File: config.mk
export PLATFORM = sky130hd
export DESIGN_NAME = rs_div_top
export DESIGN_NICKNAME = d
export VERILOG_FILES = /design/src/rs_div_pkg.sv /design/src/rs_alloc_ctrl.sv /design/src/rs_entry_array.sv /design/src/rs_issue_select.sv /design/src/rs_div_top.sv
export VERILOG_INCLUDE_DIRS = /design/src
export SDC_FILE = /design/constraint.sdc
export NUM_CORES = 2
export LEC_CHECK = 0
export BUFFER_PORTS_ARGS = -buffer_cell sky130_fd_sc_hd__buf_2
export CAP_MARGIN = 20
export CELL_PAD_IN_SITES_DETAIL_PLACEMENT = 0
export CELL_PAD_IN_SITES_GLOBAL_PLACEMENT = 1
export CORE_MARGIN = 2
export CORE_UTILIZATION = 50
export CTS_CLUSTER_SIZE = 28
export DETAILED_ROUTE_END_ITERATION = 16
export HOLD_SLACK_MARGIN = 0.05
export PLACE_DENSITY_LB_ADDON = 0.3
export SLEW_MARGIN = 5
export SYNTH_ARGS = -nofsm -noshare
export SYNTH_HDL_FRONTEND = slang
export SYNTH_SLANG_ARGS = --single-unit
File: constraint.sdc
create_clock -name clk -period 6.6 [get_ports clk]
set_input_delay 0 -clock clk [delete_from_list [all_inputs] [get_ports clk]]
set_output_delay 0 -clock clk [all_outputs]
set_load 0.005 [all_outputs]
File: src/rs_div_config.svh
`ifndef RS_DIV_CONFIG_SVH
`define RS_DIV_CONFIG_SVH

// station geometry
`define RS_DEPTH   16
`define RS_IDX_W   4
`define RS_WINDOW  8   // slots searched from head

// field widths
`define PC_W       32
`define TAG_W      8   // physical register tag
`define OP_W       4

// result broadcast ports: alu, mul, div, load
`define NUM_WAKEUP 4

`endif

File: src/rs_div_pkg.sv
`default_nettype none

`include "rs_div_config.svh"

package rs_div_pkg;

    // instruction as it arrives from dispatch
    typedef struct packed {
        logic [`PC_W-1:0]  pc;
        logic [`TAG_W-1:0] dest;
        logic [`OP_W-1:0]  op;
        logic [`TAG_W-1:0] src1;
        logic [`TAG_W-1:0] src2;
        logic              rdy1;  // src1 already available
        logic              rdy2;
    } rs_dispatch_t;

    // one result broadcast port
    typedef struct packed {
        logic              valid;
        logic [`TAG_W-1:0] tag;
    } rs_wakeup_t;

    // packet handed to the divide unit
    typedef struct packed {
        logic [`PC_W-1:0]  pc;
        logic [`TAG_W-1:0] dest;
        logic [`OP_W-1:0]  op;
        logic [`TAG_W-1:0] src1;
        logic [`TAG_W-1:0] src2;
    } rs_issue_t;

endpackage

`default_nettype wire

File: src/rs_alloc_ctrl.sv
`timescale 1ns/1ps
`default_nettype none

`include "rs_div_config.svh"

module rs_alloc_ctrl (
    input  logic                 clk,
    input  logic                 arst_n,
    input  logic                 flush,
    input  logic                 dispatch_req,
    input  logic [`RS_DEPTH-1:0] occupied,
    output logic                 dispatch_ack,
    output logic                 wr_en,
    output logic [`RS_IDX_W-1:0] tail
);

    logic full;

    assign full = occupied[tail];  // slot at tail still held

    // new request, not yet acknowledged, room available
    assign wr_en = dispatch_req & ~dispatch_ack & ~full;

    // four-phase handshake
    always_ff @(posedge clk or negedge arst_n) begin
        if (!arst_n) begin
            dispatch_ack <= 1'b0;
        end else if (wr_en) begin
            dispatch_ack <= 1'b1;
        end else if (!dispatch_req) begin
            dispatch_ack <= 1'b0;  // req seen low
        end
    end

    always_ff @(posedge clk or negedge arst_n) begin
        if (!arst_n) begin
            tail <= '0;
        end else if (flush) begin
            tail <= '0;
        end else if (wr_en) begin
            tail <= tail + `RS_IDX_W'(1);  // wraps with depth
        end
    end

endmodule

`default_nettype wire

File: src/rs_entry_array.sv
`timescale 1ns/1ps
`default_nettype none

`include "rs_div_config.svh"

module rs_entry_array (
    input  logic                                     clk,
    input  logic                                     arst_n,
    input  logic                                     flush,
    input  logic                                     wr_en,
    input  logic [`RS_IDX_W-1:0]                     tail,
    input  rs_div_pkg::rs_dispatch_t                 dispatch,
    input  rs_div_pkg::rs_wakeup_t [`NUM_WAKEUP-1:0] wakeup,
    input  logic                                     grant,
    input  logic [`RS_IDX_W-1:0]                     grant_idx,
    output logic [`RS_DEPTH-1:0]                     occupied,
    output logic [`RS_DEPTH-1:0]                     ready,
    output rs_div_pkg::rs_issue_t                    grant_pkt
);

    import rs_div_pkg::*;

    rs_issue_t            slot_q [`RS_DEPTH];
    logic [`RS_DEPTH-1:0] occ_q;
    logic [`RS_DEPTH-1:0] rdy1_q;
    logic [`RS_DEPTH-1:0] rdy2_q;
    logic [`RS_DEPTH-1:0] wake1;
    logic [`RS_DEPTH-1:0] wake2;
    logic                 disp_wake1;
    logic                 disp_wake2;

    // any valid broadcast carrying this tag
    function automatic logic tag_hit(input logic [`TAG_W-1:0] tag,
                                     input rs_wakeup_t [`NUM_WAKEUP-1:0] wk);
        logic hit;
        hit = 1'b0;
        for (int p = 0; p < `NUM_WAKEUP; p++) begin
            hit |= wk[p].valid && (wk[p].tag == tag);
        end
        return hit;
    endfunction

    always_comb begin
        for (int i = 0; i < `RS_DEPTH; i++) begin
            wake1[i] = occ_q[i] & ~rdy1_q[i] & tag_hit(slot_q[i].src1, wakeup);
            wake2[i] = occ_q[i] & ~rdy2_q[i] & tag_hit(slot_q[i].src2, wakeup);
        end
    end

    // same-cycle bypass for the entry being written
    assign disp_wake1 = tag_hit(dispatch.src1, wakeup);
    assign disp_wake2 = tag_hit(dispatch.src2, wakeup);

    always_ff @(posedge clk or negedge arst_n) begin
        if (!arst_n) begin
            occ_q  <= '0;
            rdy1_q <= '0;
            rdy2_q <= '0;
        end else if (flush) begin
            occ_q  <= '0;
            rdy1_q <= '0;
            rdy2_q <= '0;
        end else begin
            rdy1_q <= rdy1_q | wake1;
            rdy2_q <= rdy2_q | wake2;
            if (grant) begin  // slot leaves on issue
                occ_q[grant_idx]  <= 1'b0;
                rdy1_q[grant_idx] <= 1'b0;
                rdy2_q[grant_idx] <= 1'b0;
            end
            if (wr_en) begin
                occ_q[tail]  <= 1'b1;
                rdy1_q[tail] <= dispatch.rdy1 | disp_wake1;
                rdy2_q[tail] <= dispatch.rdy2 | disp_wake2;
            end
        end
    end

    always_ff @(posedge clk) begin
        if (wr_en) begin
            slot_q[tail] <= '{pc:   dispatch.pc,
                              dest: dispatch.dest,
                              op:   dispatch.op,
                              src1: dispatch.src1,
                              src2: dispatch.src2};
        end
    end

    assign occupied  = occ_q;
    assign ready     = rdy1_q & rdy2_q;
    assign grant_pkt = slot_q[grant_idx];

endmodule

`default_nettype wire

File: src/rs_issue_select.sv
`timescale 1ns/1ps
`default_nettype none

`include "rs_div_config.svh"

module rs_issue_select (
    input  logic                  clk,
    input  logic                  arst_n,
    input  logic                  flush,
    input  logic [`RS_DEPTH-1:0]  occupied,
    input  logic [`RS_DEPTH-1:0]  ready,
    input  logic [`RS_IDX_W-1:0]  tail,
    input  rs_div_pkg::rs_issue_t grant_pkt,
    output logic                  grant,
    output logic [`RS_IDX_W-1:0]  grant_idx,
    output logic                  issue_valid,
    output rs_div_pkg::rs_issue_t issue
);

    logic [`RS_IDX_W-1:0] head;
    logic [`RS_DEPTH-1:0] eligible;
    logic                 head_adv;

    assign eligible = occupied & ready;

    // oldest eligible slot in the window from head
    always_comb begin
        logic [`RS_IDX_W-1:0] idx;
        grant     = 1'b0;
        grant_idx = head;
        for (int i = 0; i < `RS_WINDOW; i++) begin
            idx = head + `RS_IDX_W'(i);  // wraps around depth
            if (!grant && eligible[idx]) begin
                grant     = 1'b1;
                grant_idx = idx;
            end
        end
    end

    // skip freed slots up to tail
    assign head_adv = ~occupied[head] & (head != tail);

    always_ff @(posedge clk or negedge arst_n) begin
        if (!arst_n) begin
            head <= '0;
        end else if (flush) begin
            head <= '0;
        end else if (head_adv) begin
            head <= head + `RS_IDX_W'(1);
        end
    end

    always_ff @(posedge clk or negedge arst_n) begin
        if (!arst_n) begin
            issue_valid <= 1'b0;
        end else begin
            issue_valid <= grant & ~flush;
        end
    end

    always_ff @(posedge clk) begin
        if (grant) begin
            issue <= grant_pkt;  // held until next grant
        end
    end

endmodule

`default_nettype wire

File: src/rs_div_top.sv
`timescale 1ns/1ps
`default_nettype none

`include "rs_div_config.svh"

module rs_div_top (
    input  logic                                     clk,
    input  logic                                     arst_n,
    input  logic                                     flush,
    input  logic                                     dispatch_req,
    input  rs_div_pkg::rs_dispatch_t                 dispatch,
    output logic                                     dispatch_ack,
    input  rs_div_pkg::rs_wakeup_t [`NUM_WAKEUP-1:0] wakeup,
    output logic                                     issue_valid,
    output rs_div_pkg::rs_issue_t                    issue
);

    import rs_div_pkg::*;

    logic                 wr_en;
    logic [`RS_IDX_W-1:0] tail;
    logic [`RS_DEPTH-1:0] occupied;
    logic [`RS_DEPTH-1:0] ready;
    logic                 grant;
    logic [`RS_IDX_W-1:0] grant_idx;
    rs_issue_t            grant_pkt;

    rs_alloc_ctrl u_alloc (
        .clk          (clk),
        .arst_n       (arst_n),
        .flush        (flush),
        .dispatch_req (dispatch_req),
        .occupied     (occupied),
        .dispatch_ack (dispatch_ack),
        .wr_en        (wr_en),
        .tail         (tail)
    );

    rs_entry_array u_entries (
        .clk       (clk),
        .arst_n    (arst_n),
        .flush     (flush),
        .wr_en     (wr_en),
        .tail      (tail),
        .dispatch  (dispatch),
        .wakeup    (wakeup),
        .grant     (grant),
        .grant_idx (grant_idx),
        .occupied  (occupied),
        .ready     (ready),
        .grant_pkt (grant_pkt)
    );

    rs_issue_select u_select (
        .clk         (clk),
        .arst_n      (arst_n),
        .flush       (flush),
        .occupied    (occupied),
        .ready       (ready),
        .tail        (tail),
        .grant_pkt   (grant_pkt),
        .grant       (grant),
        .grant_idx   (grant_idx),
        .issue_valid (issue_valid),
        .issue       (issue)
    );

endmodule

`default_nettype wire

==> flow_summary_export.csv <==
group,metric,value,unit
outcome,status,"finished clean",
flow_run,maxCapViolCount,0,
floorplanning,coreArea,0.115,mm²
layout,drive_above_1_share,10.5,%
layout,synthToLayoutAreaGrowth,9.96,%
cts,ctsHoldBuffers,67,
layout,stdcell_count,6397,
sta,clock_skew,0.0348,ns
floorplanning,die_w,345,µm
global_route,grt_usage,32.7,%
sta,finalHoldViolations,0,
logic_synthesis,synth_top_cell_area_share,52.8,%
cts,cts_max_path_buffers,3,
setup_path,startpoint_type,"flip-flop",
logic_synthesis,syn_inst,4968,
routing,ant_nets,0,
cts,h-tree-depth,3,
logic_synthesis,synthTopCellsByArea,"edfxtp_1 (53%), xor2_1 (13%), a311oi_1 (3.6%), xnor2_1 (3.5%), nand2_1 (3.3%)",
sta,period_needed,5.81,ns
logic_synthesis,synth_ff_type,"edfxtp_1",
sta,slew_headroom,26.3,%
cts,clk_pin_slew,0.07,ns
place,dp_hpwl,110000,µm
global_route,gr-usage-met3,6.13,%
routing,drc,0,
logic_synthesis,ys_types,71,
sta,rsz0062_at_grt,"false",
cts,cts_sinks,1078,
floorplanning,die_h,345,µm
routing,wl_per_cell,30.9,µm
logic_synthesis,yosysWarningCount,0,
logic_synthesis,netlist.top_cell.by_area,"edfxtp_1",
logic_synthesis,synthTopCellsByCount,"edfxtp_1 (1020), xor2_1 (880), nand2_1 (513)",
logic_synthesis,synth_edf_count,1020,
routing,first_pass_iters,5,
place,port-buffer-count,163,
power_and_ir_drop,irDropWorstVdd,549,µV
layout,multi_input_area,0.0233,mm²
routing,vias,42308,
global_route,antenna_found_initial,9,
power_and_ir_drop,power,22.1,mW
place,place_ws,0.855,ns
floorplanning,io_pins,164,
cts,cts_buffers,112,
global_route,grt_max_degree,139,
layout,final_nets,4896,
hold_path,min_path_type,"in -> reg",
logic_synthesis,syn_avg_cell_area,11.7,µm²
global_route,met2_usage,48.9,%
global_route,use_met1,46.5,%
setup_path,crit_required,7.06,ns
setup_path,endpoint_kind,"flip-flop",
logic_synthesis,synth_fp_nets,5081,
sta,layout_setup_ws,0.793,ns
global_route,grt_overflow,0,
setup_path,worstPathMaxFanout,138,
routing,routed_wl,198000,µm
place,globalplace.congestion,0.948,
cts,cts-root-buf,"clkbuf_16",
sta,setup_viol,0,
power_and_ir_drop,leakagePower,21.4,nW
sta,fmax,172,MHz
place,dp.cells,6114,
logic_synthesis,yosysSeqAreaShare,55.3,%
logic_synthesis,syn_area,0.0580,mm²
routing,viasPerCell,6.61,
routing,drtIter0Drc,5630,
global_route,grt_pass1_vias,39900,
layout,register_area,0.0321,mm²
floorplanning,die-area,0.119,mm²
cts,clk_latency,0.73,ns
sta,fin_crit_sh,88.0,%
floorplanning,rows,124,
sta,fin_tns_setup,0,ns
cts,postCtsSetupRepairBufs,0,
floorplanning,start_util,50.6,%
power_and_ir_drop,power_density,347,mW/mm²
cts,cts_tree,"done",
global_route,grt.busiest_layer,"met2",
logic_synthesis,synthMostInstantiatedCell,"edfxtp_1",
logic_synthesis,synth-async-reset-ratio,5.38,%
global_route,grt_first_pass_wirelength,283000,µm
layout,nFillCells,9560,
sta,maxSlewViolCount,0,
cts,post_cts_resized,0,
sta,worstMarginPinSlew,1.11,ns
setup_path,worst-setup-path-type,"reg -> reg",
setup_path,critPathArrivalTime,6.27,ns
logic_synthesis,synth-seq-cells,1078,
[placed cells by master (no fill, tap or decap), types with 15 or more instances in the layout]
cell and count:
nand4_1 142, o22ai_1 50, dlygate4sd3_1 67, xnor2_1 229, edfxtp_1 1020, clkinv_2 24, or3_1 37, clkbuf_1 20
a31oi_1 22, a311oi_1 240, mux4_2 23, buf_4 92, nor3_1 122, and3_1 15, nand2b_1 19, nor3b_1 241
nor2_1 24, or4_1 60, dfrtp_1 58, nand2_1 513, a211oi_1 243, nor4_1 154, inv_4 16, a21oi_1 43
xor2_1 880, nand3_1 63, buf_2 163, clkinv_1 21, clkbuf_16 114, buf_12 24
[kinds of logic after synthesis]
| group | Yosys count | synth area share (%) |
|---|---|---|
| fa+ha+maj | 11 | 0.237 |
| simple gates | 1409 | 13.2 |
| buf+inv | 674 | 4.78 |
| compound gates | 651 | 8.67 |
| xor+xnor | 1109 | 16.7 |
| mux | 36 | 1.13 |
| flops | 1078 | 55.3 |
[metal layers]
metal | vias to the layer above | wire length, µm
met5 | - | 39
met4 | 6 | 9370
met3 | 490 | 21500
met2 | 2702 | 87100
met1 | 21200 | 79700
li1 | 17910 | -
[final cells by class]
| type | count | area share [%] |
|---|---|---|
| Antenna cell | 5 | 0.0196 |
| Inverter | 29 | 0.235 |
| Multi-Input combinational cell | 3216 | 36.4 |
| Clock buffer | 139 | 4.70 |
| Sequential cell | 1078 | 50.3 |
| Timing Repair Buffer | 346 | 4.16 |
| Clock inverter | 72 | 1.21 |
| Tap cell | 1512 | 2.96 |
[metrics by stage]
stage / hold WS (ns) / util [%] / instance area (µm²)
6_report: 0.195 / 55.6 / 63800
5_1_grt: 0.201 / 55.6 / 63800
4_1_cts: 0.157 / 55.6 / 63800
3_5_place_dp: 0.222 / 51.7 / 59400
3_3_place_gp: 0.216 / 51.7 / 59400
2_1_floorplan: -0.296 / - / 58000
[worst paths after layout]
| check | start | to | slack [ns] | cells after the start |
|---|---|---|---|---|
| max | u_select.head[2] | u_select.issue[10] | 0.79 | 13 |
| min | dispatch[42] | u_entries.slot_q[8][40] | 0.20 | 2 |
| max reg2reg | u_select.head[2] | u_select.issue[10] | 0.79 | 13 |
| min reg2reg | u_alloc.dispatch_ack | u_alloc.dispatch_ack | 0.50 | 1 |
| max in group asynchronous | arst_n | u_alloc.tail[0] | 5.46 | 4 |
| min in group asynchronous | arst_n | u_alloc.dispatch_ack | 0.53 | 4 |
[report_power, final]
part           internal (mW)  leakage (nW)  total, mW  switching (mW)
clock                   3.71          1.83       6.46            2.76
combinational           2.31          9.50       7.11            4.80
sequential              8.20          10.0       8.57           0.362
total                   14.2          21.4       22.1            7.92
[state kept, by name, summed over array words and instances (netlist names)]
name,cells
u_alloc.dispatch_ack,1
u_alloc.tail,4
u_entries.occupied,16
u_entries.rdy1_q,16
u_entries.rdy2_q,16
u_entries.slot_q,960
u_select.head,4
u_select.issue,60
u_select.issue_valid,1
[worst max-delay path: stages (launching register included)]
cell	delay [ns]
dfrtp_1	0.89
ha_1	0.44
xor2_1	0.41
mux4_2	0.56
o2111ai_1	0.33
nand2_1	0.19
nand2_1	0.12
nand2_1	0.12
nor3_4	0.54
buf_12	0.52
nor3b_1	0.21
a211oi_1	0.46
a311oi_1	0.16
or4_1	0.50
(Power assumes the default switching activity.)
